==> src/hw/eeprom_params.svh <==
`ifndef EEPROM_PARAMS_SVH
`define EEPROM_PARAMS_SVH

// 2K x 8 part, so 11 address bits
`define EE_ADDR_W 11
`define EE_DATA_W 8

// fixed upper nibble of the control byte
`define EE_DEV_CODE 4'b1010

// queue entries, also the credits the host starts with
`define EE_CMD_DEPTH 4

// CLK cycles per SCL half period, 2 or more
`define EE_SCL_HALF 4

`endif

==> src/hw/eeprom_pkg.sv <==
package eeprom_pkg;

    typedef enum logic
    {
        op_write = 1'b0,
        op_read  = 1'b1
    } eeprom_op_e;

    // start and restart share one bus pattern
    typedef enum logic [1:0]
    {
        cond_start   = 2'd0,
        cond_restart = 2'd1,
        cond_stop    = 2'd2
    } cond_kind_e;

    typedef struct packed
    {
        logic [3:0] dev_code;
        logic [2:0] block;     // address bits 10..8
        logic       rw;        // 1 = read
    } ctrl_fields_t;

    // the byte as shifted on the wire, or split into its fields
    typedef union packed
    {
        logic [7:0]   raw;
        ctrl_fields_t f;
    } ctrl_byte_u;

endpackage

==> src/hw/i2c_cond_gen.sv <==
`timescale 1ns/1ps
`include "eeprom_params.svh"

module i2c_cond_gen
    import eeprom_pkg::*;
(
    input  logic       CLK,
    input  logic       RESET,
    input  logic       scl_tick,
    input  logic       cond_req,
    input  cond_kind_e cond_kind,
    output logic       cond_done,
    output logic       scl_drive,
    output logic       sda_drive_low
);

    typedef enum logic [1:0] {cg_idle, cg_h0, cg_h1} cg_state_e;

    cg_state_e state;
    logic      is_stop;

    always_ff @(posedge CLK)
    begin
        if (RESET)
        begin
            state   <= cg_idle;
            is_stop <= 1'b0;
        end
        else
        begin
            case (state)
                cg_idle:
                begin
                    if (cond_req)
                    begin
                        state   <= cg_h0;
                        is_stop <= (cond_kind == cond_stop);
                    end
                end
                cg_h0:
                    if (scl_tick)
                        state <= cg_h1;
                default:
                    if (scl_tick)
                        state <= cg_idle;
            endcase
        end
    end

    assign cond_done = (state == cg_h1) && scl_tick;

    // SDA moves one CLK after SCL in the sequencer, so the h1 edge lands with SCL high
    always_comb
    begin
        case (state)
            cg_h0:
            begin
                scl_drive     = 1'b0;
                sda_drive_low = is_stop;    // stop pulls low first
            end
            cg_h1:
            begin
                scl_drive     = 1'b1;
                sda_drive_low = ~is_stop;   // start falls, stop rises
            end
            default:
            begin
                scl_drive     = 1'b1;
                sda_drive_low = 1'b0;
            end
        endcase
    end

    a_req_when_idle: assert property (@(posedge CLK) disable iff (RESET)
        cond_req |-> (state == cg_idle) && scl_tick);

endmodule

==> config.mk <==
export PLATFORM = sky130hd
export DESIGN_NAME = i2c_cond_gen
export DESIGN_NICKNAME = d
export VERILOG_FILES = /design/src/hw/eeprom_pkg.sv /design/src/hw/i2c_cond_gen.sv
export VERILOG_INCLUDE_DIRS = /design/src /design/src/hw
export SDC_FILE = /design/constraint.sdc
export NUM_CORES = 1
export LEC_CHECK = 0
export BUFFER_PORTS_ARGS = -buffer_cell sky130_fd_sc_hd__buf_2
export CAP_MARGIN = 30
export CORE_AREA = 2 2 39 41
export DETAILED_ROUTE_END_ITERATION = 8
export DIE_AREA = 0 0 41 43
export GPL_TIMING_DRIVEN = 0
export PLACE_DENSITY_LB_ADDON = 0.2
export SLEW_MARGIN = 10
export SYNTH_ARGS = -nofsm -noshare
export SYNTH_HDL_FRONTEND = slang
export SYNTH_SLANG_ARGS = --single-unit
==> constraint.sdc <==
create_clock -name CLK -period 2 [get_ports CLK]
set_input_delay 0.1 -clock CLK [delete_from_list [all_inputs] [get_ports CLK]]
set_output_delay 0.1 -clock CLK [all_outputs]
set_load 0.02 [all_outputs]
Word level (Yosys, flattened, before mapping):

Index checks and enable logic that the tools add are counted.
W data, S select, Z words.

* memory bits (writable): 0
* memory bits (read-only): 0
* output and inout bits: 3
* bits in latches: 0
* input port bits: 6
* memories kept: 0
* word-level logic and storage cells: 19
* register bits: 3

* multipliers: 0
* shift-type cells: 0
* eq/ne operators: 5
* reduce and logical (&&, ||, !) cells: 5
* multiplexer cells: 6
* add/subtract/negate cells: 0
* bitwise logic cells: 1
* divide/modulo/power cells: 0
* $lt $le $gt $ge: 0

Operators with widths (count)
* $mux W2: 3
* $eq A2 B2 Y1 const B: 2
* $ne A2 B2 Y1 const B: 2
* $pmux W2 S2: 1
* $reduce_and A3 Y1: 1
* $eq A2 B1 Y1 const B: 1
* $logic_not A2 Y1: 1
* $pmux W1 S2: 1
* $reduce_and A2 Y1: 1
* $reduce_bool A2 Y1: 1
* $logic_and A1 B1 Y1: 1
* $mux W1: 1
* $not A1 Y1: 1

Longest topological paths before layout:

* depth after elaboration: 3
* mapped depth: 2
* mapped depth without buffers: 2

Worst setup path before layout:

No wires, ideal clock.

* path type: register to output
* start: register state[1]
* end: output port sda_drive_low
* slack: 0.910 ns
* data required time: 1.900 ns
* cell stages (with the launch flop): 3
* arrival time: 0.990 ns
* cells stage by stage: dfxtp_1 -> nand2b_1 -> mux2i_1

* word-level cells in the longest chain between the ends: 2
* elaborated cells between the ends (all ways): 3
* classes of those cells: eq/ne (2); mux (1)

RTL lines
* start: declaration: line i2c_cond_gen.sv:19 `cg_state_e state;`
* start signal: assignment: line i2c_cond_gen.sv:26 `state <= cg_idle;`
* start signal: assignment: line i2c_cond_gen.sv:36 `state <= cg_h0;`
* start signal: assignment: line i2c_cond_gen.sv:42 `state <= cg_h1;`
* $eq A2 B2 Y1 / $eq A2 B1 Y1 (equally long branches): line i2c_cond_gen.sv:55 `case (state)`
* $pmux W1 S2 *: line i2c_cond_gen.sv:55
* end: declaration: line i2c_cond_gen.sv:14 `output logic sda_drive_low`

Mark *: on every way between the ends. The rest lies on a longest branch, timed or not.

Worst setup path in the final report:

Same ends and word-level chain as after synthesis.

==> results.py <==
metrics = {
    "finish": {
        "diodes": 0,
        "final_core_util_pct": 18.2,
        "layout_common_cells": "8 x buf_2, 3 x nand2b_1, 3 x clkbuf_4, 3 x dfxtp_1, 2 x mux2i_1",
        "drive_gt1_share_pct": 44.8,
        "fin_nets": 36,
        "synthToLayoutAreaGrowth_pct": 52.3,
        "n_fill_cell": 157,
        "instances_no_fill": 45,
        "layout_commonest_cell": "buf_2",
        "final_area_um2": 251,
    },
    "min_path": {
        "holdPathEnd": "state[1]",
        "hold_path_depth": 2,
        "min_from": "RESET",
        "hp-class": "primary input to register",
    },
    "cts": {
        "cts_buffers": 3,
        "clock_path_buffers": 2,
        "cts_max_level": 1,
        "clk_latency_ns": 0.23,
        "cts_setup_buffers": 0,
        "cts_resized": 0,
        "cts.sinks": 3,
        "root_buffer": "clkbuf_4",
        "holdBufCountCts": 0,
        "clkTransAtPathRegs_ns": 0.04,
        "cts_tree": "built",
    },
    "place": {
        "port_buffers": 8,
        "place_congestion": 0.590,
        "dp.cells": 41,
        "placed_cell_area_um2": 225,
    },
    "sta": {
        "hold_violations": 0,
        "max-slew-margin-rel_pct": 86.3,
        "rsz0062_at_grt": "no",
        "finalSetupTns_ns": 0,
        "fmax_mhz": 868,
        "drv_slew": 0,
        "clock_skew_ns": 0.00190,
        "post-route-min-period_ns": 1.15,
        "finalSetupViolations": 0,
        "worst_pin_slew_ns": 0.205,
        "post-route-period-util_pct": 57.6,
    },
    "drt": {
        "dr.pass1.iters": 1,
        "drcViolationCount": 0,
        "num_vias": 151,
        "avgViaCountPerCell": 3.36,
        "drtAntennaViolNets": 0,
        "wl_per_cell_um": 7.47,
        "drt_iter0_drc": 0,
        "drt-total-wl_um": 336,
    },
    "critical_path": {
        "r2r_cells": 2,
        "endpoint_kind": "output pin",
        "reg2reg_to": "is_stop",
        "r2r-start": "state[1]",
        "crit_slowest_cell": "dfxtp_1",
        "cp.arrival_ns": 1.05,
        "slowest_delay_ns": 0.33,
        "criticalPathCategory": "register to output pin",
        "reg2reg_slack_ns": 1.16,
        "crit_fanout": 5,
        "crit_chain": "nand2b_1 -> mux2i_1 -> buf_2",
        "worstPathRequired_ns": 1.90,
        "start_kind": "register",
    },
    "synth": {
        "synth_nets": 23,
        "synth-seq-area-share_pct": 36.4,
        "synth.distinct_cells": 12,
        "synth_top_area_share_pct": 36.4,
        "synth.area.top_cells": "dfxtp_1 36%, mux2i_1 12%, nand2b_1 11%",
        "netlist_area_um2": 165,
        "synth.avg_cell_area_um2": 9.72,
        "post-synth-top-area-cell": "dfxtp_1",
        "synth_warnings": 0,
        "synthCells": 17,
        "synth_seq_cells": 3,
    },
    "pwr": {
        "p_leak_nw": 0.116,
        "powerDensity_nw_per_um2": 792,
        "finalPower_uw": 199,
        "ir_drop_mv": 0.214,
    },
    "floorplanning": {
        "coreArea_um2": 1380,
        "num_rows": 14,
        "die_area_um2": 1760,
        "start_util_pct": 11.9,
        "die_w_um": 41,
        "die-height_um": 43,
        "io_pins": 9,
    },
    "global_route": {
        "grt_use_total_pct": 4.81,
        "antenna_found_initial": 0,
        "grt_pass1_vias": 136,
        "overflow": 0,
        "grt_max_degree": 6,
        "grt_first_pass_wirelength_um": 510,
    },
    "status": {
        "status": "finished clean",
    },
    "run": {
        "maxCapViolations": 0,
    },
}
==> cells in the mapped netlist (all sizes together) <==
library cell	number
nor3b	1
nand3b	1
inv	1
dfxtp	3
o21ba	1
nand2b	4
or3b	1
mux2i	2
a21oi	1
nor2b	1
nor2	1
==> through the flow <==
step | hold WS (ns) | worst slack, ns
final | 0.0636 | 0.848
after global routing | 0.0702 | 0.769
after CTS | 0.0566 | 0.836
after detailed placement | 0.302 | 1.10
after global placement | 0.302 | 1.13
after floorplan | 0.169 | 0.910
==> registers in the layout (all words and copies together) (netlist names) <==
name / cells
is_stop: 1
state: 2
==> critical path, delay by kind of cell, from the launching register on <==
family	cells	cell delay, ns
DFF	1	0.33
buffers and inverters	1	0.18
and+or+nand+nor	1	0.17
muxes	1	0.14
==> layout make-up <==
type                    count  area, um^2  area share (%)
clock buffers               4        26.3            10.4
well taps                  16        20.0            7.96
flip-flops and latches      3        60.1            23.9
inverters                   1        3.75            1.49
repair buffers              8        40.0            15.9
multi-input cells          13         101            40.3
==> how the worst max path moves through the flow <==
stage | end | slack [ns] | from
finish | sda_drive_low | 0.85 | state[1]
global route | sda_drive_low | 0.77 | state[1]
CTS | sda_drive_low | 0.84 | state[1]
detailed placement | sda_drive_low | 1.10 | state[1]
global placement | sda_drive_low | 1.13 | state[1]
floorplan | sda_drive_low | 0.91 | state[1]
==> where the power goes <==
group	internal (mW)	leakage (nW)	total (mW)	switching [mW]
sequential	0.0637	0.0246	0.0674	0.00374
combinational	0.0143	0.0768	0.0266	0.0123
clock	0.0747	0.0150	0.105	0.0305
total	0.153	0.116	0.199	0.0465
==> layer usage <==
layer,up-vias,GRT usage [%],routed length (um)
met4,0,6.00,0
met3,0,3.14,54
li1,81,-,-
met2,9,5.31,110
met1,61,5.13,171
met5,-,0,0
==> cells by family (layout without fill, tap and decap cells) <==
group | count (synthesis) | in the layout | synth area share [%]
simple gates | 9 | 9 | 40.2
mux | 2 | 2 | 12.1
compound gates | 2 | 2 | 9.09
flops | 3 | 3 | 36.4
buf+inv | 1 | 13 | 2.27
(Power assumes the default switching activity.)
