<file path="config.mk">
export PLATFORM = sky130hd
export DESIGN_NAME = i2c_byte_shifter
export DESIGN_NICKNAME = d
export VERILOG_FILES = /design/src/hw/eeprom_pkg.sv /design/src/hw/i2c_byte_shifter.sv
export VERILOG_INCLUDE_DIRS = /design/src /design/src/hw
export SDC_FILE = /design/constraint.sdc
export NUM_CORES = 1
export LEC_CHECK = 0
export BUFFER_PORTS_ARGS = -buffer_cell sky130_fd_sc_hd__buf_2
export CORE_AREA = 2 2 47 49
export DETAILED_ROUTE_END_ITERATION = 16
export DIE_AREA = 0 0 49 51
export MAX_ROUTING_LAYER = met4
export PLACE_DENSITY = 0.59
export SYNTH_ARGS = -nofsm -noshare
export SYNTH_HDL_FRONTEND = slang
export SYNTH_SLANG_ARGS = --single-unit
</file>
<file path="constraint.sdc">
create_clock -name CLK -period 2.5 [get_ports CLK]
set_clock_uncertainty 0.05 [all_clocks]
set_input_delay 0.5 -clock CLK [delete_from_list [all_inputs] [get_ports CLK]]
set_output_delay 0.5 -clock CLK [all_outputs]
set_load 0.005 [all_outputs]
</file>
<file path="src/hw/eeprom_params.svh">
`ifndef EEPROM_PARAMS_SVH
`define EEPROM_PARAMS_SVH

// 2K x 8 part, so 11 address bits
`define EE_ADDR_W 11
`define EE_DATA_W 8

// fixed upper nibble of the control byte
`define EE_DEV_CODE 4'b1010

// queue entries, also the credits the host starts with
`define EE_CMD_DEPTH 4

// CLK cycles per SCL half period, 2 or more
`define EE_SCL_HALF 4

`endif

</file>
<file path="src/hw/eeprom_pkg.sv">
package eeprom_pkg;

    typedef enum logic
    {
        op_write = 1'b0,
        op_read  = 1'b1
    } eeprom_op_e;

    // start and restart share one bus pattern
    typedef enum logic [1:0]
    {
        cond_start   = 2'd0,
        cond_restart = 2'd1,
        cond_stop    = 2'd2
    } cond_kind_e;

    typedef struct packed
    {
        logic [3:0] dev_code;
        logic [2:0] block;     // address bits 10..8
        logic       rw;        // 1 = read
    } ctrl_fields_t;

    // the byte as shifted on the wire, or split into its fields
    typedef union packed
    {
        logic [7:0]   raw;
        ctrl_fields_t f;
    } ctrl_byte_u;

endpackage

</file>
<file path="src/hw/i2c_byte_shifter.sv">
`timescale 1ns/1ps
`include "eeprom_params.svh"

module i2c_byte_shifter
    import eeprom_pkg::*;
(
    input  logic       CLK,
    input  logic       RESET,
    input  logic       scl_tick,
    input  logic       shift_req,
    input  eeprom_op_e shift_dir,
    input  logic [7:0] shift_byte,
    input  logic       shift_ack_out,
    input  logic       sda_in,
    output logic       shift_done,
    output logic [7:0] shift_rx,
    output logic       ack_seen,
    output logic       scl_drive,
    output logic       sda_drive_low
);

    logic       active;
    logic       half;       // 0 = SCL low half, 1 = SCL high half
    logic [3:0] bit_cnt;
    logic [7:0] sh;
    eeprom_op_e dir_q;
    logic       ack_out_q;
    logic       last_bit;
    logic       sample;

    assign last_bit = (bit_cnt == 4'd8);
    assign sample   = active && scl_tick && half;

    always_ff @(posedge CLK)
    begin
        if (RESET)
        begin
            active  <= 1'b0;
            half    <= 1'b0;
            bit_cnt <= '0;
        end
        else if (shift_req)
        begin
            active  <= 1'b1;
            half    <= 1'b0;
            bit_cnt <= '0;
        end
        else if (active && scl_tick)
        begin
            if (!half)
                half <= 1'b1;
            else if (last_bit)
            begin
                active <= 1'b0;
                half   <= 1'b0;
            end
            else
            begin
                bit_cnt <= bit_cnt + 1'b1;
                half    <= 1'b0;
            end
        end
    end

    // one register shifts out and in, msb first
    always_ff @(posedge CLK)
    begin
        if (shift_req)
        begin
            sh        <= shift_byte;
            dir_q     <= shift_dir;
            ack_out_q <= shift_ack_out;
        end
        else if (sample && !last_bit)
            sh <= {sh[6:0], sda_in};
    end

    assign shift_done = sample && last_bit;
    assign shift_rx   = sh;
    assign ack_seen   = ~sda_in;    // valid with shift_done
    assign scl_drive  = active ? half : 1'b1;

    always_comb
    begin
        if (!active)
            sda_drive_low = 1'b0;
        else if (!last_bit)
            sda_drive_low = (dir_q == op_write) ? ~sh[7] : 1'b0;
        else
            sda_drive_low = (dir_q == op_read) ? ~ack_out_q : 1'b0; // slave acks a write
    end

    // requests come from the sequencer only on its tick
    a_req_on_tick: assert property (@(posedge CLK) disable iff (RESET)
        shift_req |-> scl_tick && (!active || shift_done));

endmodule

</file>
# ---- Yosys cells after proc, flatten, opt, wreduce, memory -nomap -nowiden
# Index checks and enable logic that the tools add are counted.
dict set report op_classes {
  mux 12
  n_lt_le_gt_ge 0
  n_mul 0
  shifts 0
  add_sub_neg 1
  n_bitwise 4
  n_div 0
  n_eq_ne 1
  n_reduce_logical 12
}
# op n
set ops {}
lappend ops {{8-bit 2-to-1 mux} 2}
lappend ops {{1-bit 2-to-1 mux} 10}
lappend ops {{2-bit nonzero test} 4}
lappend ops {{3-bit AND reduction} 2}
lappend ops {{4-bit by 1-bit adder with 4-bit output (second input constant)} 1}
lappend ops {{4-bit equality test (second input constant)} 1}
lappend ops {{1-bit logical AND} 4}
lappend ops {{1-bit NOT} 4}
lappend ops {{2-bit OR reduction} 1}
lappend ops {{1-bit logical NOT} 1}
dict set report totals {
  output_inout_bits 12
  reg_bits 16
  input_bits 15
  mem_bits_rw 0
  word_cells 36
  latchBits 0
  n_memories 0
  rom_bits 0
}

# ---- Logic depth before layout (Yosys ltp)
dict set report logic_depth {
  ltp_word 5
  ltp_mapped 5
  mapped_depth_nobuf 5
}

# ---- Worst setup path after synthesis
# Ideal clock, no wire load.
dict set report synth_timing {
  path_type {reg-to-reg}
  start {reg bit_cnt[0]}
  end {reg sh[0], in the netlist shift_rx[0], enable pin}
  path_stages_with_launch 5
  setup_time_ns 0.384
  path_buffers 0
  arrival_ns 1.420
  period_less_slack_ns 1.854
  path_slack_ns 0.646
  required_ns 2.066
  cell_sequence {dfxtp_1 -> inv_1 -> ha_1 -> and3b_4 -> o21ai_0}
}
dict set report synth_via {
  elab_chain_len 4
}
# element line_no
set synth_rtl {}
lappend synth_rtl {{from (decl)} i2c_byte_shifter.sv:24} ;# logic [3:0] bit_cnt;
lappend synth_rtl {{from (signal assigned)} i2c_byte_shifter.sv:59} ;# bit_cnt <= bit_cnt + 1'b1;
lappend synth_rtl {{4-bit equality test} i2c_byte_shifter.sv:31} ;# assign last_bit = (bit_cnt == 4'd8);
lappend synth_rtl {{1-bit logical NOT} n/a}
lappend synth_rtl {{1-bit logical AND} i2c_byte_shifter.sv:74} ;# else if (sample && !last_bit)
lappend synth_rtl {{2-bit nonzero test (no line)} n/a}
lappend synth_rtl {{to (signal assigned)} i2c_byte_shifter.sv:70} ;# sh <= shift_byte;
lappend synth_rtl {{to (signal assigned)} i2c_byte_shifter.sv:75} ;# sh <= {sh[6:0], sda_in};
lappend synth_rtl {{to (decl)} i2c_byte_shifter.sv:25} ;# logic [7:0] sh;
# No other way between the ends.
# A chain may end at the register's enable or synchronous reset.

# ---- Final worst setup path
dict set report layout_timing {
  start {reg bit_cnt[0]}
  end {out sda_drive_low}
}
dict set report layout_via {
  elab_chain_len 3
}
# element line_no
set layout_rtl {}
lappend layout_rtl {{4-bit equality test} i2c_byte_shifter.sv:31}
lappend layout_rtl {{1-bit 2-to-1 mux} i2c_byte_shifter.sv:87} ;# else if (!last_bit)
lappend layout_rtl {{1-bit 2-to-1 mux} i2c_byte_shifter.sv:85} ;# if (!active)
lappend layout_rtl {{to (decl)} i2c_byte_shifter.sv:19} ;# output logic sda_drive_low
# No other way between the ends.

==> impl_metrics.json <==
{
  "status": "completed",
  "r2r-end": "shift_rx[0]",
  "ys_seq_area_frac": 0.576,
  "cp-end-kind": "output port",
  "async_flop_share": 0,
  "synth_top_area_frac": 0.412,
  "htree_levels": 1,
  "dieHeight_microns": 51,
  "rr_worst_depth": 5,
  "dp_hpwl_microns": 1090,
  "setup_tns_ns": 0,
  "grt_usage": 0.125,
  "synth_ff_type": "edfxtp_1",
  "cp.required_ns": 1.95,
  "wl_microns": 1370,
  "ioPinCount": 27,
  "root_buffer": "clkbuf_4",
  "grt-ovfl-total": 0,
  "rr_startpoint": "bit_cnt[0]",
  "start_util": 0.354,
  "cts_resized": 0,
  "avgSynthCellArea_sq_um": 11.8,
  "clockBufferDepth": 2,
  "powerDensity_mw_per_mm2": 530,
  "p_leak_uw": 0.000370,
  "antenna_found_initial": 0,
  "viasPerCell": 4.72,
  "critical-path-max-stage-delay_ns": 0.34,
  "rsz0062_at_grt": "no",
  "hold_buffers": 0,
  "worstSetupStartpointType": "flop",
  "worstSkewPairLatency_ns": 0.28,
  "yosys-top-cells-area": "edfxtp_1 41%, dfxtp_1 16%, mux2_2 11%",
  "syn_inst": 62,
  "clk_pin_slew_ns": 0.09,
  "grt_pass1_vias": 542,
  "synth_most_common_cell": "edfxtp_1",
  "hold_class": "in -> reg",
  "dieArea_sq_mm": 0.00250,
  "cp_num_buf_inv": 2,
  "grt_pass1_wl_microns": 2220,
  "crit_family": "simple AND/OR/NAND/NOR gates",
  "setup-violations-final": 0,
  "cts_sinks": 16,
  "worst_pin_slew_ns": 0.249,
  "slowest_stage": "dfxtp_1",
  "finalHoldViolCount": 0,
  "reg2reg_slack_ns": 0.93,
  "synth-edff-count": 10,
  "drtAntennaViolNets": 0,
  "yosys.area.top_type": "edfxtp_1",
  "die_w_microns": 49,
  "num_antenna_cells": 0,
  "cts_setup_buffers": 0,
  "syn_nets": 79,
  "rows": 17,
  "drc": 0,
  "vdd_drop_max_uv": 357,
  "tritoncts": "built",
  "grt_max_degree": 14,
  "drt_iter0_drc": 1,
  "max-cap-violations": 0,
  "synth_commonest_cells": "10 x edfxtp_1, 7 x mux2_2, 7 x o21ai_0, 6 x dfxtp_1, 5 x a21oi_1",
  "routedWlPerCell_microns": 11.4,
  "yosys_warnings": 0,
  "met1_usage": 0.140,
  "drtPass1Iterations": 4,
  "worstSetupStartpoint": "bit_cnt[0]",
  "grt_util_met2": 0.210,
  "worstHoldPathCells": 2,
  "port_buffers": 26,
  "drv_slew": 0,
  "synth.distinct_cells": 24,
  "fmax_mhz": 484,
  "vias": 566,
  "cts_buffers": 3,
  "cp_max_fo": 5,
  "area_growth_pct": 26.8,
  "holdPathEnd": "active",
  "crit_type": "reg -> out",
  "fin_nets": 110,
  "met3_usage": 0.0175,
  "coreArea_sq_mm": 0.00206,
  "top_usage_layer": "met2",
  "drive_above_1_share": 0.446,
  "routabilityCongestion": 0.801,
  "period_minus_slack_ns": 2.06,
  "ys_ff_latch": 16,
  "synth.cell_area_sq_um": 729,
  "max_slew_margin": 0.834,
  "arrival_ns": 1.51,
  "crit_chain": "inv_1 -> ha_1 -> nand3b_1 -> nor3b_1 -> o21a_1 -> buf_2",
  "finalCritPeriodShare": 0.826,
  "hold_start": "RESET",
  "final_core_util": 0.448
}
## cell type report
| cell class | instances | area, sq um |
|---|---|---|
| fill | 216 | 1140 |
| clock inverter | 1 | 3.75 |
| clock buffer | 3 | 22.5 |
| multi-input combinational | 40 | 285 |
| timing repair buffer | 27 | 138 |
| tap | 28 | 35.0 |
| inverter | 5 | 20.0 |
| sequential | 16 | 420 |
## worst max-delay path by stage
stage,end,cells past startpoint
final,sda_drive_low,6
after global routing,sda_drive_low,6
after CTS,sda_drive_low,6
after detailed placement,sda_drive_low,6
after global placement,sda_drive_low,6
after floorplan,shift_rx[0],4
## cells in the final DEF (no fill, tap or decap), drive strengths merged, types with 2 or more instances in the layout
master	n
clkbuf	3
ha	2
nand2	2
a21oi	5
buf	27
edfxtp	10
mux2	7
o21ai	7
nand3	4
nor2	2
inv	4
dfxtp	6
## sequential cells by signal (all words and copies together) (netlist names)
signal,flops
half,1
active,1
ack_out_q,1
shift_rx,8
bit_cnt,4
dir_q,1
## routing by layer
layer	up-vias	routed length, microns
met5	-	0
met4	0	15
met3	2	75
met2	20	688
met1	257	592
li1	287	-
## kinds of logic (layout without fill, tap and decap cells)
group / count (synthesis) / in the layout / share of synthesized area
AND/OR/NAND/NOR: 17 / 17 / 0.144
flip-flops: 16 / 16 / 0.576
adder cells (fa/ha/maj): 2 / 2 / 0.0343
AO/OA/AOI/OAI: 13 / 13 / 0.0926
buffers and inverters: 6 / 36 / 0.0326
multiplexers: 7 / 7 / 0.108
XOR/XNOR: 1 / 1 / 0.0120
## stage by stage
step                      total power (uW)  hold slack (ns)  cells  worst slack, ns  area (sq um)
after floorplan                        334            0.420     62            0.646           729
after global placement                 361            0.445    116            0.795           898
after detailed placement               364            0.454    116            0.737           898
after CTS                              502            0.315    120            0.411           925
after global routing                   522            0.326    120            0.272           925
final                                  490            0.333    120            0.436           925
## report_power, final
part / total [uW] / internal, uW / switching [uW]
clock: 134 / 57.8 / 75.9
combinational: 51.3 / 29.3 / 22.0
sequential: 305 / 297 / 7.90
No activity file was read; power rests on OpenSTA's default activity.
