File: config.mk
export PLATFORM = sky130hd
export DESIGN_NAME = eeprom_cmd_queue
export DESIGN_NICKNAME = d
export VERILOG_FILES = /design/src/hw/eeprom_pkg.sv /design/src/hw/eeprom_cmd_queue.sv
export VERILOG_INCLUDE_DIRS = /design/src /design/src/hw
export SDC_FILE = /design/constraint.sdc
export NUM_CORES = 1
export LEC_CHECK = 0
export ABC_AREA = 0
export BUFFER_PORTS_ARGS = -buffer_cell sky130_fd_sc_hd__buf_2
export CAP_MARGIN = 30
export CORE_MARGIN = 10
export CORE_UTILIZATION = 37
export DETAILED_ROUTE_END_ITERATION = 10
export PLACE_DENSITY_LB_ADDON = 0.3
export SLEW_MARGIN = 15
export SYNTH_ARGS = -nofsm -noshare
export SYNTH_HDL_FRONTEND = slang
export SYNTH_SLANG_ARGS = --single-unit
File: constraint.sdc
create_clock -name CLK -period 1.97 [get_ports CLK]
set_input_delay 0.0985 -clock CLK [delete_from_list [all_inputs] [get_ports CLK]]
set_output_delay 0.0985 -clock CLK [all_outputs]
set_load 0.1 [all_outputs]
File: src/hw/eeprom_params.svh
`ifndef EEPROM_PARAMS_SVH
`define EEPROM_PARAMS_SVH

// 2K x 8 part, so 11 address bits
`define EE_ADDR_W 11
`define EE_DATA_W 8

// fixed upper nibble of the control byte
`define EE_DEV_CODE 4'b1010

// queue entries, also the credits the host starts with
`define EE_CMD_DEPTH 4

// CLK cycles per SCL half period, 2 or more
`define EE_SCL_HALF 4

`endif

File: src/hw/eeprom_pkg.sv
package eeprom_pkg;

    typedef enum logic
    {
        op_write = 1'b0,
        op_read  = 1'b1
    } eeprom_op_e;

    // start and restart share one bus pattern
    typedef enum logic [1:0]
    {
        cond_start   = 2'd0,
        cond_restart = 2'd1,
        cond_stop    = 2'd2
    } cond_kind_e;

    typedef struct packed
    {
        logic [3:0] dev_code;
        logic [2:0] block;     // address bits 10..8
        logic       rw;        // 1 = read
    } ctrl_fields_t;

    // the byte as shifted on the wire, or split into its fields
    typedef union packed
    {
        logic [7:0]   raw;
        ctrl_fields_t f;
    } ctrl_byte_u;

endpackage

File: src/hw/eeprom_cmd_queue.sv
`timescale 1ns/1ps
`include "eeprom_params.svh"

module eeprom_cmd_queue
    import eeprom_pkg::*;
(
    input  logic                  CLK,
    input  logic                  RESET,
    input  logic                  cmd_valid,
    input  eeprom_op_e            cmd_op,
    input  logic [`EE_ADDR_W-1:0] cmd_addr,
    input  logic [`EE_DATA_W-1:0] cmd_wdata,
    input  logic                  q_pop,
    output logic                  q_valid,
    output eeprom_op_e            q_op,
    output logic [`EE_ADDR_W-1:0] q_addr,
    output logic [`EE_DATA_W-1:0] q_wdata,
    output logic                  credit_return
);

    localparam int PTR_W = (`EE_CMD_DEPTH > 1) ? $clog2(`EE_CMD_DEPTH) : 1;

    eeprom_op_e            op_mem   [`EE_CMD_DEPTH];
    logic [`EE_ADDR_W-1:0] addr_mem [`EE_CMD_DEPTH];
    logic [`EE_DATA_W-1:0] data_mem [`EE_CMD_DEPTH];
    logic [PTR_W-1:0]      wr_ptr;
    logic [PTR_W-1:0]      rd_ptr;
    logic [PTR_W:0]        count;

    function automatic logic [PTR_W-1:0] ptr_inc(input logic [PTR_W-1:0] p);
        if (p == PTR_W'(`EE_CMD_DEPTH - 1))
            return '0;
        return p + 1'b1;
    endfunction

    always_ff @(posedge CLK)
    begin
        if (cmd_valid)
        begin
            op_mem[wr_ptr]   <= cmd_op;
            addr_mem[wr_ptr] <= cmd_addr;
            data_mem[wr_ptr] <= cmd_wdata;
        end
    end

    always_ff @(posedge CLK)
    begin
        if (RESET)
        begin
            wr_ptr <= '0;
            rd_ptr <= '0;
            count  <= '0;
        end
        else
        begin
            if (cmd_valid)
                wr_ptr <= ptr_inc(wr_ptr);
            if (q_pop)
                rd_ptr <= ptr_inc(rd_ptr);
            case ({cmd_valid, q_pop})
                2'b10:   count <= count + 1'b1;
                2'b01:   count <= count - 1'b1;
                default: count <= count;
            endcase
        end
    end

    assign q_valid       = (count != '0);
    assign q_op          = op_mem[rd_ptr];
    assign q_addr        = addr_mem[rd_ptr];
    assign q_wdata       = data_mem[rd_ptr];
    assign credit_return = q_pop;   // one credit per finished command

    // host spent a credit it did not have
    a_no_overflow: assert property (@(posedge CLK) disable iff (RESET)
        cmd_valid |-> (count != `EE_CMD_DEPTH));

    a_no_underflow: assert property (@(posedge CLK) disable iff (RESET)
        q_pop |-> (count != '0));

endmodule

### After elaboration in Yosys (flattened, before gate mapping)

Memories as Yosys holds them, arrays and structs flattened. A register that Yosys moved wholly into a read port is not among the register bits.
Cells that the tools add are included.

| storage, ports and cells | value |
|---|---|
| bits in registers | 7 |
| latch bits | 0 |
| bits in writable memories | 80 |
| memory bits (read-only) | 0 |
| output and inout port bits | 22 |
| word-level logic and storage cells | 35 |
| memories kept | 3 |

| operators by class | value |
|---|---|
| $add $sub $neg | 4 |
| $mul | 0 |
| div/mod/pow operators | 0 |
| magnitude comparators | 0 |
| equality and inequality tests | 4 |
| shifts and indexed selects | 0 |
| muxes and demuxes | 19 |
| bitwise logic cells | 0 |
| reductions and logical operators | 2 |

Memories:

| name | words | width | rd ports | clocked after memory_dff | write ports | RTL line | source |
|---|---|---|---|---|---|---|---|
| addr_mem | 4 | 11 | 1 | 1 | 1 | eeprom_cmd_queue.sv:24 | `` logic [`EE_ADDR_W-1:0] addr_mem [`EE_CMD_DEPTH]; `` |
| data_mem | 4 | 8 | 1 | 1 | 1 | eeprom_cmd_queue.sv:25 | `` logic [`EE_DATA_W-1:0] data_mem [`EE_CMD_DEPTH]; `` |
| op_mem | 4 | 1 | 1 | 1 | 1 | eeprom_cmd_queue.sv:23 | `` eeprom_op_e op_mem [`EE_CMD_DEPTH]; `` |

Operators with widths:

| cell | count |
|---|---|
| 2-bit two-way mux | 10 |
| 1-bit two-way mux | 8 |
| 2-bit equality test, second input constant | 3 |
| 3-bit case mux with 2 select lines | 1 |
| 2-bit by 1-bit adder with 2-bit output, second input constant | 2 |
| 3-bit by 1-bit adder with 3-bit output, second input constant | 1 |
| 3-bit nonzero test | 1 |
| 3-bit by 1-bit subtractor with 3-bit output, second input constant | 1 |
| 2-bit by 1-bit equality test with 1-bit output, second input constant | 1 |
| 2-bit nonzero test | 1 |

### Longest topological paths before layout

| depth | value |
|---|---|
| depth after elaboration | 7 |
| depth in mapped cells | 7 |
| depth with buffers taken out | 7 |

### Least setup slack after synthesis

No wires, ideal clock.

| timing | value |
|---|---|
| path type | flip-flop to flip-flop |
| start point | reg wr_ptr[0] |
| end point | mem addr_mem[3][0] in the netlist's numbering, enable pin |
| setup time | 0.378 ns |
| arrival time | 1.074 ns |
| data required time | 1.592 ns |
| path slack | 0.517 ns |
| cell stages (with the launch flop) | 3 |
| buffers on the path | 0 |
| cells stage by stage | dfxtp_1 -> ha_1 -> and2_1 |

RTL lines:

| element | RTL line | source |
|---|---|---|
| start: declaration | eeprom_cmd_queue.sv:26 | `logic [PTR_W-1:0] wr_ptr;` |
| start signal: assignment | eeprom_cmd_queue.sv:57 | `wr_ptr <= ptr_inc(wr_ptr);` |
| end: declaration | eeprom_cmd_queue.sv:24 |  |

No word-level cell before the write port.

==> run summary <==
The first TritonRoute pass finished after 4 iterations. STA classifies the critical path startpoint as a register. The path with the worst hold slack has its endpoint at wr_ptr[1]. Entering global routing, the biggest net connects 21 pins. At the pin with the least slew margin, the transition time is 0.494 ns.

The worst path meets setup with 0.0947 ns of slack. At the end of routability-driven placement, the weighted congestion stood at 0.699. The run gives 0 ns as the setup total negative slack. Dividing the detail-routed wire length by the instance count gives 17.0 µm. Among all cell types in the netlist, the one instantiated most often is sky130_fd_sc_hd__edfxtp_1. The number of nets in the synthesized netlist is 183. The relative max-transition margin was 0.673. The leading area contributor after synthesis was sky130_fd_sc_hd__edfxtp_1. The cell at the slowest stage of the critical path was sky130_fd_sc_hd__mux4_2. Counting instances, the worst hold path has a depth of 3. The die outline height was 115 µm.

Along the worst path, the maximum fanout reaches 20. The total number of vias is 1600, and the core footprint is 0.00876 mm². The leakage dissipation came out at 0.00147 µW. The root buffer cell chosen for the clock tree is sky130_fd_sc_hd__clkbuf_8. The final number of max-transition violations came out at 0. The cell area that synthesis handed to floorplanning was 0.00334 mm².

CTS built an H-tree with a depth of 3. The critical path goes through buf_12 > mux4_2 > buf_2. The final worst-path cycle share is 0.952, and the critical path required time is 1.87 ns. Number of nets in the finished design: 261. Setup repair after global routing left no endpoint under its margin.

The setup check on the worst reg-to-reg path leaves a slack of 0.48 ns. The area growth from synthesis to layout is 24.8%. The routed design has 5810 µm of wire.

The TritonCTS sink count is 89. TritonCTS built the clock tree. The critical path in this run is classified as reg -> out. Share of post-route cells with drive strength above 1: 0.368. Summed over all nets, the half-perimeter wirelength after detailed placement is 3560 µm. The peak per-stage delay on the critical path works out to 0.54 ns.

The worst hold path belongs to the class in -> reg. The logs give 0.381 for the effective utilization at floorplan and 0 for the overall overflow remaining after global route. The clock edge transition at the registers on the reported setup and hold paths is 0.09 ns, and the number of warnings printed during yosys synthesis is 0.

Counting flops with a built-in enable in the synthesized netlist gives 80. 0 antenna diodes ended up in the layout. The initial antenna violation count was 0; the number of nets with antenna violations after detailed routing was 0. Static timing analysis puts the maximum clock frequency at 533 MHz. The total DRC errors in the routed layout was 0; the full die area was 0.0132 mm². The width of the chip was 115 µm. The run gives 0 as the hold violation count in the final report. The first global-routing pass estimated 9520 µm of wire.

The run finished with clean final reports. The run gives 152 as the synthesized instance count. STA puts the critical path data arrival time at 1.78 ns. The worst register-to-register path has a depth of 5.

The proportion of synthesized flip-flops having asynchronous set or reset was 0; the top-area cell type share of the netlist area was 0.720. In this run, synthesis produced a sequential element count of 89. The start point of the worst min-delay path is cmd_valid. Dividing the detail-routed via count by the number of cells gives 4.68.

The worst register-to-register path begins at count[0]. The clock passes through at most 2 buffers. The endpoint identified for the worst register-to-register timing path is count[2]. After filler insertion, the fill cell instance count of the layout stands at 747. The tools report the CTS buffer count as 9. Among all flip-flop cells after synthesis, the most frequent one is sky130_fd_sc_hd__edfxtp_1. Counting instances in the post-synthesis netlist gives the leading cell types as 80 x sky130_fd_sc_hd__edfxtp_1, 20 x sky130_fd_sc_hd__mux4_2, 9 x sky130_fd_sc_hd__dfxtp_1. STA classifies the critical path endpoint as an output pin. The number of DRC markers in iteration 0 came out at 70. The multi-input combinational cells in the finished layout cover a total of 687 µm².

The tools report the via count of the first global-routing pass as 1796. Dividing the synthesized area by the synthesized cell count gives 21.9 µm². In this run the core area contains 34 standard-cell rows.

The tools report the final non-filler cell area as 0.00416 mm². The fraction of the core area covered by cells at the end of the flow is 0.475, and the boundary pin count is 46. After clock tree synthesis, the setup repair step added 0 buffers.

The worst ir drop on vdd is 0.000532 V, and the power density normalized to cell area is 1070 mW/mm². Clock skew on the completed layout was measured at 0.00635 ns. Max-cap violations in this run came to 0.

During placement, the flow inserted port buffers numbering 45. The cell area reported after detailed placement is 0.00371 mm². The minimum setup slack after placement came out at 0.392 ns.

The total power draw was 4450 µW; the shortest clock period the worst path allows after layout was 1.88 ns. The logs give 0.0942 for the global routing usage summed across all routing layers and 17 for the distinct cell type count after synthesis. Sorting the synthesized cells by area gives the leading types as sky130_fd_sc_hd__edfxtp_1 72%, sky130_fd_sc_hd__mux4_2 14%, sky130_fd_sc_hd__dfxtp_1 5.4%, sky130_fd_sc_hd__ha_1 2.3%, sky130_fd_sc_hd__inv_1 0.79%.

The sequential cells in the finished layout cover a total of 0.00258 mm². Sequential area share after synthesis: 0.774. Setup violations remaining at the end of the flow were counted as 0.

The clock latency on the worst-skew pair is 0.34 ns.
-- per-layer routing --
metal / track usage / vias up / wire length, µm
li1: - / 761 / -
met2: 0.155 / 25 / 3020
met3: 0.0271 / 6 / 225
met1: 0.112 / 808 / 2510
met4: 0.0446 / 0 / 55
met5: 0 / - / 0
-- final cells by class --
cell class,instances,area share
clock inverter,6,0.0277
clock buffer,9,0.0298
sequential,89,0.620
inverter,7,0.00631
tap,108,0.0325
timing repair buffer,72,0.118
multi-input combinational,51,0.165
-- metrics by stage --
| stage | std cells | hold slack, ns |
|---|---|---|
| 2_1_floorplan | 152 | 0.168 |
| 3_3_place_gp | 306 | 0.316 |
| 3_5_place_dp | 306 | 0.320 |
| 4_1_cts | 342 | 0.0422 |
| 5_1_grt | 342 | 0.110 |
| 6_report | 342 | 0.0586 |
-- cells by family (layout without fill, tap and decap cells) --
logic type,after synthesis,in the layout,share of synthesized area
flops,89,89,0.774
simple gates,15,15,0.0236
buf+inv,12,94,0.0199
fa+ha+maj,7,7,0.0285
mux,22,22,0.141
xor+xnor,2,2,0.00525
compound gates,5,5,0.00750
-- critical path: cells and delay by family (launching register included) --
kind / cells / cell delay [ns]
buffers and inverters: 2 / 0.53
muxes: 1 / 0.54
DFF: 1 / 0.36
-- flip-flops by register name, summed over array words and instances, names as in the netlist, named ones only --
name / flops
count: 3
op_mem: 4
wr_ptr: 2
addr_mem: 44
data_mem: 32
rd_ptr: 2
-- placed cells by master, fill, tap and decap left out --
cell and instances:
sky130_fd_sc_hd__edfxtp_1 80, sky130_fd_sc_hd__buf_2 45, sky130_fd_sc_hd__dlygate4sd3_1 21, sky130_fd_sc_hd__mux4_2 20, sky130_fd_sc_hd__dfxtp_1 9, sky130_fd_sc_hd__clkbuf_8 9
sky130_fd_sc_hd__inv_1 7, sky130_fd_sc_hd__nor2_1 7, sky130_fd_sc_hd__ha_1 6, sky130_fd_sc_hd__buf_4 5, sky130_fd_sc_hd__and2_1 4, sky130_fd_sc_hd__a21oi_1 4
sky130_fd_sc_hd__bufinv_16 3, sky130_fd_sc_hd__or3_1 2, sky130_fd_sc_hd__xor2_1 2, sky130_fd_sc_hd__nor3b_1 2, sky130_fd_sc_hd__mux2i_1 2, sky130_fd_sc_hd__inv_6 2
sky130_fd_sc_hd__o21ai_0 1, sky130_fd_sc_hd__fa_1 1, sky130_fd_sc_hd__clkinvlp_4 1, sky130_fd_sc_hd__buf_12 1
-- how the worst max path moves through the flow --
stage | start | end | slack (ns) | cells after the start
2_1_floorplan | wr_ptr[0] | addr_mem[3][0] | 0.52 | 2
6_report | register | q_wdata[5] | 0.09 | 3
3_5_place_dp | cmd_valid | count[2] | 0.39 | 8
4_1_cts | register | q_wdata[5] | 0.05 | 3
5_1_grt | register | q_wdata[5] | 0.009 | 3
3_3_place_gp | cmd_valid | count[2] | 0.42 | 8
-- report_power, final --
group          leakage (µW)  internal [µW]  switching, µW
logic              0.000545            200            615
registers          0.000809           2140           24.8
clock network      0.000116            845            627
total               0.00147           3190           1270
-- timing repair --
item | 4_1_cts | 5_1_grt
endpoints found under the hold margin | 83 | 0
hold buffers | 21 | 0
gates resized for setup | 0 | 0
(Power assumes the default switching activity.)
