--- src/hw/eeprom_params.svh ---
`ifndef EEPROM_PARAMS_SVH
`define EEPROM_PARAMS_SVH

// 2K x 8 part, so 11 address bits
`define EE_ADDR_W 11
`define EE_DATA_W 8

// fixed upper nibble of the control byte
`define EE_DEV_CODE 4'b1010

// queue entries, also the credits the host starts with
`define EE_CMD_DEPTH 4

// CLK cycles per SCL half period, 2 or more
`define EE_SCL_HALF 4

`endif

--- src/hw/eeprom_pkg.sv ---
package eeprom_pkg;

    typedef enum logic
    {
        op_write = 1'b0,
        op_read  = 1'b1
    } eeprom_op_e;

    // start and restart share one bus pattern
    typedef enum logic [1:0]
    {
        cond_start   = 2'd0,
        cond_restart = 2'd1,
        cond_stop    = 2'd2
    } cond_kind_e;

    typedef struct packed
    {
        logic [3:0] dev_code;
        logic [2:0] block;     // address bits 10..8
        logic       rw;        // 1 = read
    } ctrl_fields_t;

    // the byte as shifted on the wire, or split into its fields
    typedef union packed
    {
        logic [7:0]   raw;
        ctrl_fields_t f;
    } ctrl_byte_u;

endpackage

--- src/hw/eeprom_sequencer.sv ---
`timescale 1ns/1ps
`include "eeprom_params.svh"

module eeprom_sequencer
    import eeprom_pkg::*;
(
    input  logic                  CLK,
    input  logic                  RESET,
    input  logic                  q_valid,
    input  eeprom_op_e            q_op,
    input  logic [`EE_ADDR_W-1:0] q_addr,
    input  logic [`EE_DATA_W-1:0] q_wdata,
    input  logic                  cond_done,
    input  logic                  shift_done,
    input  logic [7:0]            shift_rx,
    input  logic                  ack_seen,
    input  logic                  cond_scl,
    input  logic                  cond_sda_low,
    input  logic                  shift_scl,
    input  logic                  shift_sda_low,
    output logic                  q_pop,
    output logic                  rsp_valid,
    output logic [`EE_DATA_W-1:0] rsp_rdata,
    output logic                  rsp_err,
    output logic                  scl_tick,
    output logic                  cond_req,
    output cond_kind_e            cond_kind,
    output logic                  shift_req,
    output eeprom_op_e            shift_dir,
    output logic [7:0]            shift_byte,
    output logic                  shift_ack_out,
    output logic                  scl_out,
    output logic                  sda_oe
);

    localparam int TW = $clog2(`EE_SCL_HALF);
    localparam int S_IDLE = 0, S_START = 1, S_CTRL_W = 2, S_ADDR = 3, S_DATA_W = 4;
    localparam int S_RESTART = 5, S_CTRL_R = 6, S_DATA_R = 7, S_STOP = 8, S_DONE = 9;
    localparam logic [9:0] ONE = 10'd1;

    logic [TW-1:0]         tick_cnt;
    logic [9:0]            state;
    logic [9:0]            state_nx;
    logic                  err;
    logic                  nack_now;
    logic                  rdata_ld;
    logic [`EE_DATA_W-1:0] rdata;
    logic                  cond_sel;
    logic                  shift_sel;
    ctrl_byte_u            ctrl_wr;
    ctrl_byte_u            ctrl_rd;

    always_ff @(posedge CLK)
    begin
        if (RESET || scl_tick)
            tick_cnt <= '0;
        else
            tick_cnt <= tick_cnt + 1'b1;
    end

    assign scl_tick = (tick_cnt == TW'(`EE_SCL_HALF - 1));

    always_comb
    begin
        ctrl_wr.f.dev_code = `EE_DEV_CODE;
        ctrl_wr.f.block    = q_addr[`EE_ADDR_W-1 -: 3];
        ctrl_wr.f.rw       = 1'b0;
        ctrl_rd            = ctrl_wr;
        ctrl_rd.f.rw       = 1'b1;
    end

    // every transition falls on a tick, so the next part starts in step
    always_comb
    begin
        state_nx      = state;
        cond_req      = 1'b0;
        cond_kind     = cond_stop;
        shift_req     = 1'b0;
        shift_dir     = op_write;
        shift_byte    = ctrl_wr.raw;
        shift_ack_out = 1'b1;
        nack_now      = 1'b0;
        rdata_ld      = 1'b0;
        unique case (1'b1)
            state[S_START]:
                if (cond_done)
                begin
                    state_nx  = ONE << S_CTRL_W;
                    shift_req = 1'b1;
                end
            state[S_CTRL_W], state[S_ADDR], state[S_DATA_W], state[S_CTRL_R]:
                if (shift_done)
                begin
                    if (!ack_seen || state[S_DATA_W])
                    begin
                        nack_now = !ack_seen;
                        state_nx = ONE << S_STOP;
                        cond_req = 1'b1;
                    end
                    else if (state[S_CTRL_W])
                    begin
                        state_nx   = ONE << S_ADDR;
                        shift_req  = 1'b1;
                        shift_byte = q_addr[7:0];
                    end
                    else if (state[S_CTRL_R])
                    begin
                        state_nx  = ONE << S_DATA_R;
                        shift_req = 1'b1;
                        shift_dir = op_read;   // single byte, ends with nack
                    end
                    else if (q_op == op_write)
                    begin
                        state_nx   = ONE << S_DATA_W;
                        shift_req  = 1'b1;
                        shift_byte = q_wdata;
                    end
                    else
                    begin
                        state_nx  = ONE << S_RESTART;
                        cond_req  = 1'b1;
                        cond_kind = cond_restart;
                    end
                end
            state[S_RESTART]:
                if (cond_done)
                begin
                    state_nx   = ONE << S_CTRL_R;
                    shift_req  = 1'b1;
                    shift_byte = ctrl_rd.raw;
                end
            state[S_DATA_R]:
                if (shift_done)
                begin
                    rdata_ld = 1'b1;
                    state_nx = ONE << S_STOP;
                    cond_req = 1'b1;
                end
            state[S_STOP]:
                if (cond_done)
                    state_nx = ONE << S_DONE;
            state[S_DONE]:
                state_nx = ONE << S_IDLE;
            default:
                if (scl_tick && q_valid)
                begin
                    state_nx  = ONE << S_START;
                    cond_req  = 1'b1;
                    cond_kind = cond_start;
                end
        endcase
    end

    always_ff @(posedge CLK)
    begin
        if (RESET)
        begin
            state  <= ONE << S_IDLE;
            err    <= 1'b0;
            rdata  <= '0;
            sda_oe <= 1'b0;
        end
        else
        begin
            state <= state_nx;
            if (state[S_IDLE])
            begin
                err   <= 1'b0;
                rdata <= '0;
            end
            else
            begin
                err <= err | nack_now;
                if (rdata_ld)
                    rdata <= shift_rx;
            end
            sda_oe <= (cond_sel && cond_sda_low) || (shift_sel && shift_sda_low); // lags SCL
        end
    end

    assign cond_sel  = state[S_START] || state[S_RESTART] || state[S_STOP];
    assign shift_sel = state[S_CTRL_W] || state[S_ADDR] || state[S_DATA_W] ||
                       state[S_CTRL_R] || state[S_DATA_R];
    assign scl_out   = cond_sel ? cond_scl : (shift_sel ? shift_scl : 1'b1);

    assign q_pop     = state[S_DONE];
    assign rsp_valid = state[S_DONE] && (q_op == op_read);
    assign rsp_err   = err;
    assign rsp_rdata = rdata;

    // data bits only move while SCL is low
    a_sda_stable_scl_high: assert property (@(posedge CLK) disable iff (RESET)
        shift_sel && scl_out |-> $stable(sda_oe));

endmodule

--- config.mk ---
export PLATFORM = sky130hd
export DESIGN_NAME = eeprom_sequencer
export DESIGN_NICKNAME = d
export VERILOG_FILES = /design/src/hw/eeprom_pkg.sv /design/src/hw/eeprom_sequencer.sv
export VERILOG_INCLUDE_DIRS = /design/src /design/src/hw
export SDC_FILE = /design/constraint.sdc
export NUM_CORES = 1
export LEC_CHECK = 0
export BUFFER_PORTS_ARGS = -buffer_cell sky130_fd_sc_hd__buf_2
export CORE_MARGIN = 8
export CORE_UTILIZATION = 30
export DETAILED_ROUTE_END_ITERATION = 16
export GPL_ROUTABILITY_DRIVEN = 0
export SETUP_SLACK_MARGIN = 0.4
export SLEW_MARGIN = 0
export SYNTH_ARGS = -nofsm -noshare
export SYNTH_HDL_FRONTEND = slang
export SYNTH_SLANG_ARGS = --single-unit
--- constraint.sdc ---
create_clock -name CLK -period 4.2 [get_ports CLK]
set_input_delay 0.42 -clock CLK [delete_from_list [all_inputs] [get_ports CLK]]
set_output_delay 0.42 -clock CLK [all_outputs]
set_load 0.05 [all_outputs]
Yosys cells after proc, flatten, opt, wreduce, memory -nomap -nowiden
Cells that the tools add are included.
{ "op_classes": {"addsub": 1, "mul": 0, "div_mod_pow": 0, "n_lt_le_gt_ge": 0, "n_eq_ne": 6, "shifts": 0, "mux": 51, "bitwise": 1, "reduce_logical": 21} }
{ "ops": {"columns": ["operator", "n"], "rows": [
  ["one-hot mux 10 bit (6 select lines)", 1],
  ["2-to-1 mux 8 bit", 7],
  ["2-to-1 mux 10 bit", 3],
  ["2-to-1 mux 1 bit", 25],
  ["2-to-1 mux 7 bit", 3],
  ["one-hot mux 8 bit (2 select lines)", 1],
  ["2-to-1 mux 2 bit", 6],
  ["!= test 2 bit (second input constant)", 5],
  ["logical OR 1 bit", 9],
  ["2-to-1 mux 9 bit", 1],
  ["OR reduction 4 bit", 2],
  ["nonzero test 7 bit", 1],
  ["2-to-1 mux 6 bit", 1],
  ["AND reduction 6 bit", 1],
  ["OR reduction 5 bit", 1],
  ["logical AND 1 bit", 4],
  ["one-hot mux 2 bit (2 select lines)", 1],
  ["OR reduction 2 bit", 2],
  ["one-hot mux 1 bit (3 select lines)", 1],
  ["adder 2 x 1 -> 2 bit (second input constant)", 1],
  ["== test 2 bit (second input constant)", 1],
  ["one-hot mux 1 bit (2 select lines)", 1],
  ["logical NOT 1 bit", 1],
  ["OR 1 bit", 1]
]} }
{ "word_totals": {"ff_bits": 22, "latchBits": 0, "ram_bits": 0, "mem_bits_ro": 0, "inputBits": 38, "out_inout_bits": 28, "wordCells": 86, "mem_count": 0} }

Logic depth before layout (Yosys ltp)
{ "logic_depth": {"ltp_word": 6, "ltp_mapped": 6, "ltp_nobuf": 5} }

Least setup slack after synthesis
Ideal clock, no wire load.
{ "synth_path": {"kind": "input -> output", "from": "input shift_done", "to": "output shift_req", "arrival_ns": 2.197, "slack_ns": 1.583, "cell_stages": 5, "path_cell_list": "clkbuf_1 and3b_1 clkbuf_1 nand2b_1 o21ai_0"} }
{ "synth_between": {"elab_chain_cells": 2} }
{ "synth_rtl": {"columns": ["element", "line_no", "text"], "rows": [
  ["start, declared", "eeprom_sequencer.sv:14", "input logic shift_done,"],
  ["2-to-1 mux 1 bit", "eeprom_sequencer.sv:92", "if (shift_done)"],
  ["one-hot mux 1 bit (2 select lines)", "eeprom_sequencer.sv:84", "unique case (1'b1)"],
  ["end, declared", "eeprom_sequencer.sv:28", "output logic shift_req,"]
]} }
Every way passes these cells.

Worst setup path in the final report
{ "layout_path": {"from": "register state[2]", "to": "output cond_req"} }
{ "layout_between": {"elab_chain_cells": 4} }
{ "layout_rtl": {"columns": ["element", "line_no", "text"], "rows": [
  ["start, declared", "eeprom_sequencer.sv:42", "logic [9:0] state;"],
  ["start signal, assigned", "eeprom_sequencer.sv:158", "state <= ONE << S_IDLE;"],
  ["start signal, assigned", "eeprom_sequencer.sv:165", "state <= state_nx;"],
  ["2-to-1 mux 1 bit", "eeprom_sequencer.sv:100", "else if (state[S_CTRL_W])"],
  ["2-to-1 mux 1 bit", "eeprom_sequencer.sv:94", "if (!ack_seen || state[S_DATA_W])"],
  ["2-to-1 mux 1 bit", "eeprom_sequencer.sv:92", null],
  ["one-hot mux 1 bit (3 select lines) (*)", "eeprom_sequencer.sv:84", null],
  ["end, declared", "eeprom_sequencer.sv:26", "output logic cond_req,"]
]} }
Every way passes the cells marked *; elsewhere a longest branch is shown, timed or not.

==> results.cfg <==
[critical_path]
ff2ff_path_depth = 4
worstPathCellList = or4_1 -> nor2_1 -> nand2_1 -> a31oi_1 -> buf_2
critical_path_required_ns = 3.78
cp_num_buf_inv = 1
cpMaxStageDelayCell = or4_1
cp_slowest_stage_delay_ns = 0.67
arrival_ns = 2.04
crit_family = simple AND/OR/NAND/NOR gates
setup.worst_path.class = reg -> out
path_depth = 5
cp-start-kind = register
crit_fanout = 8
worst_setup_path_end_kind = output pin

[clocking]
clkTransAtPathRegs_ns = 0.09
cts_root_buf = clkbuf_8
clk-insertion-delay-late_ns = 0.27
cts_resized = 0
cts_hold_buf = 0
cts_max_level = 1
ctsLongestPathBuffers = 2
numClockSinks = 22
post_cts.repair.setup_buffers = 0
numCtsBuffers = 3
cts_tree = done

[final_layout]
final_cell_area_sq_um = 1610
leading_cell_types_in_the_layout_fill_and_taps_excluded = buf_2 (64), nand2_1 (28), dfxtp_1 (22)
area_growth_syn_to_layout_pct = 34.8
post_route_cells_drive_above_1_share_pct = 37.2
layout_commonest_cell = buf_2
layout.filler_cells = 423
n_antenna_cell = 0
fin_nets = 255

[timing]
final_period_minus_worst_setup_slack_ns = 2.46
hold_viol_final = 0
fmax_mhz = 407
rsz0062_at_grt = no
report.final.slew_viol_count = 0
fin_worst_skew_ns = 0.00444
report.final.setup_viol = 0
fin_crit_sh_pct = 58.5
finalSetupTns_ns = 0

[grt]
grtUsageTotal_pct = 12.0
grt_pass1_wl_um = 6180
antenna_found_initial = 0
number_of_global_route_vias_before_repair = 1362
overflow = 0
maximum_number_of_pins_on_one_net_before_global_route_repair = 14

[route]
wire_per_inst_um = 13.8
drtPass1Iterations = 4
antenna_left = 0
drc_errors = 0
top_layer = met4
dr_wl_met2_um = 1610
first_iter_violations = 55
postRouteWirelength_um = 3660
dr_total_vias = 1282
drt-vias-per-instance = 4.84
met3_wirelength_um = 232
met1Wirelength_um = 1760

[hold_path]
hold-path-cell-count = 3
min_path_type = in -> reg

[power_and_ir_drop]
p_leak_nw = 0.724
power_per_cell_area_nw_per_um2 = 296
peakVddDrop_mv = 0.150
fin_total_pwr_mw = 0.477

[die]
placement_rows = 23
die_w_um = 79.1
design.die.area_sq_um = 6250
floorplan.initialDensity_pct = 30.5
pin_count = 66
dieHeight_um = 79.1
core_region_area_sq_um = 3910

[synth]
synth_enable_flop_cells = 0
synthesis.area_per_instance_sq_um = 7.75
synthesis.area_sq_um = 1190
synth-seq-cells = 22
mappedNetlistNets = 193
synth_top_flop_cell = dfxtp_1
synthesis.instances = 154
ys_async_sr_fraction_pct = 0
synthesis.yosys.warnings = 0
netlist-cell-type-count = 43
yosysSeqAreaShare_pct = 36.9

[placement]
detailed_place.area_sq_um = 1540
detailed_place_hpwl_um = 2960
portBuffers = 64

[status]
result_of_the_run = finished, final reports clean

[job]
cap_violations = 0
-- through the flow --
| stage | cells | util [%] | hold slack, ns | setup WS, ns |
|---|---|---|---|---|
| 3_3_place_gp | 261 | 39.3 | 0.425 | 2.00 |
| 4_1_cts | 265 | 41.1 | 0.382 | 1.72 |
| 5_1_grt | 265 | 41.1 | 0.384 | 1.60 |
| 3_5_place_dp | 261 | 39.3 | 0.432 | 1.99 |
| 2_1_floorplan | 154 | - | 0.408 | 1.58 |
| 6_report | 265 | 41.1 | 0.386 | 1.74 |
-- worst register-to-register path, cell delays in order, from the launching register on --
cell and delay [ns]:
dfxtp_1 0.44, nor3_1 0.46, nor2_1 0.14, nor3_2 0.43
mux2i_1 0.25
-- per-layer routing --
layer | up-vias | track usage (%)
met5 | - | 0
met4 | 0 | 5.00
met3 | 4 | 2.93
met2 | 43 | 19.3
met1 | 567 | 14.9
li1 | 668 | -
-- power by group --
group          internal, mW  switching (mW)
Clock                 0.127          0.0731
Sequential            0.212         0.00174
Combinational        0.0245          0.0381
-- area by class of cell --
class                           count  area [sq um]  area share [%]
Multi-Input combinational cell    118           688            42.8
Timing Repair Buffer               64           320            19.9
Sequential cell                    22           440            27.4
Tap cell                           50          62.6            3.89
Inverter                            7          26.3            1.63
Clock inverter                      1          30.0            1.87
Clock buffer                        3          41.3            2.57
-- cells in the mapped netlist (all sizes together), types with 2 or more instances --
cell     count  area [sq um]
a21oi       14          73.8
a22o         2          17.5
a31oi        3          18.8
and3         4          26.3
buf          4          27.5
clkbuf       3          11.3
dfxtp       22           440
inv          6          22.5
mux2i        3          30.0
nand2       28           105
nand2b       4          25.0
nand3        4          20.0
nor2        15          56.3
nor3         5          35.0
nor3b        2          15.0
nor4         2          33.8
o211ai       2          15.0
o21ai        7          35.0
o22ai        4          25.0
o2bb2ai      2          17.5
or2          2          12.5
or4          2          15.0
-- sequential cells by signal, indices dropped and copies added, names as in the netlist --
signal     cells
sda_oe         1
state         10
rsp_rdata      8
rsp_err        1
tick_cnt       2
-- cells by family (layout without fill, tap and decap cells) --
family	Yosys count	after routing	synth area share, %
AOI/OAI and AO/OA	40	40	21.6
adders and majority gates	1	1	1.05
buffers and inverters	14	75	5.45
DFF	22	22	36.9
muxes	3	3	2.52
other	1	1	0.314
and+or+nand+nor	73	73	32.2
-- path summary, 6_finish.rpt --
check | start | end | slack (ns)
hold reg to reg | tick_cnt[0]$_SDFF_PP0_ | tick_cnt[0]$_SDFF_PP0_ | 0.44
setup reg to reg | state[5]$_SDFF_PP0_ | state[3]$_SDFFE_PP0P_ | 2.40
setup / recovery | state[2]$_SDFFE_PP0P_ | cond_req | 1.74
hold / removal | shift_rx[5] | rsp_rdata[5]$_SDFFE_PP0P_ | 0.39
Power figures use the tool's default switching activity.
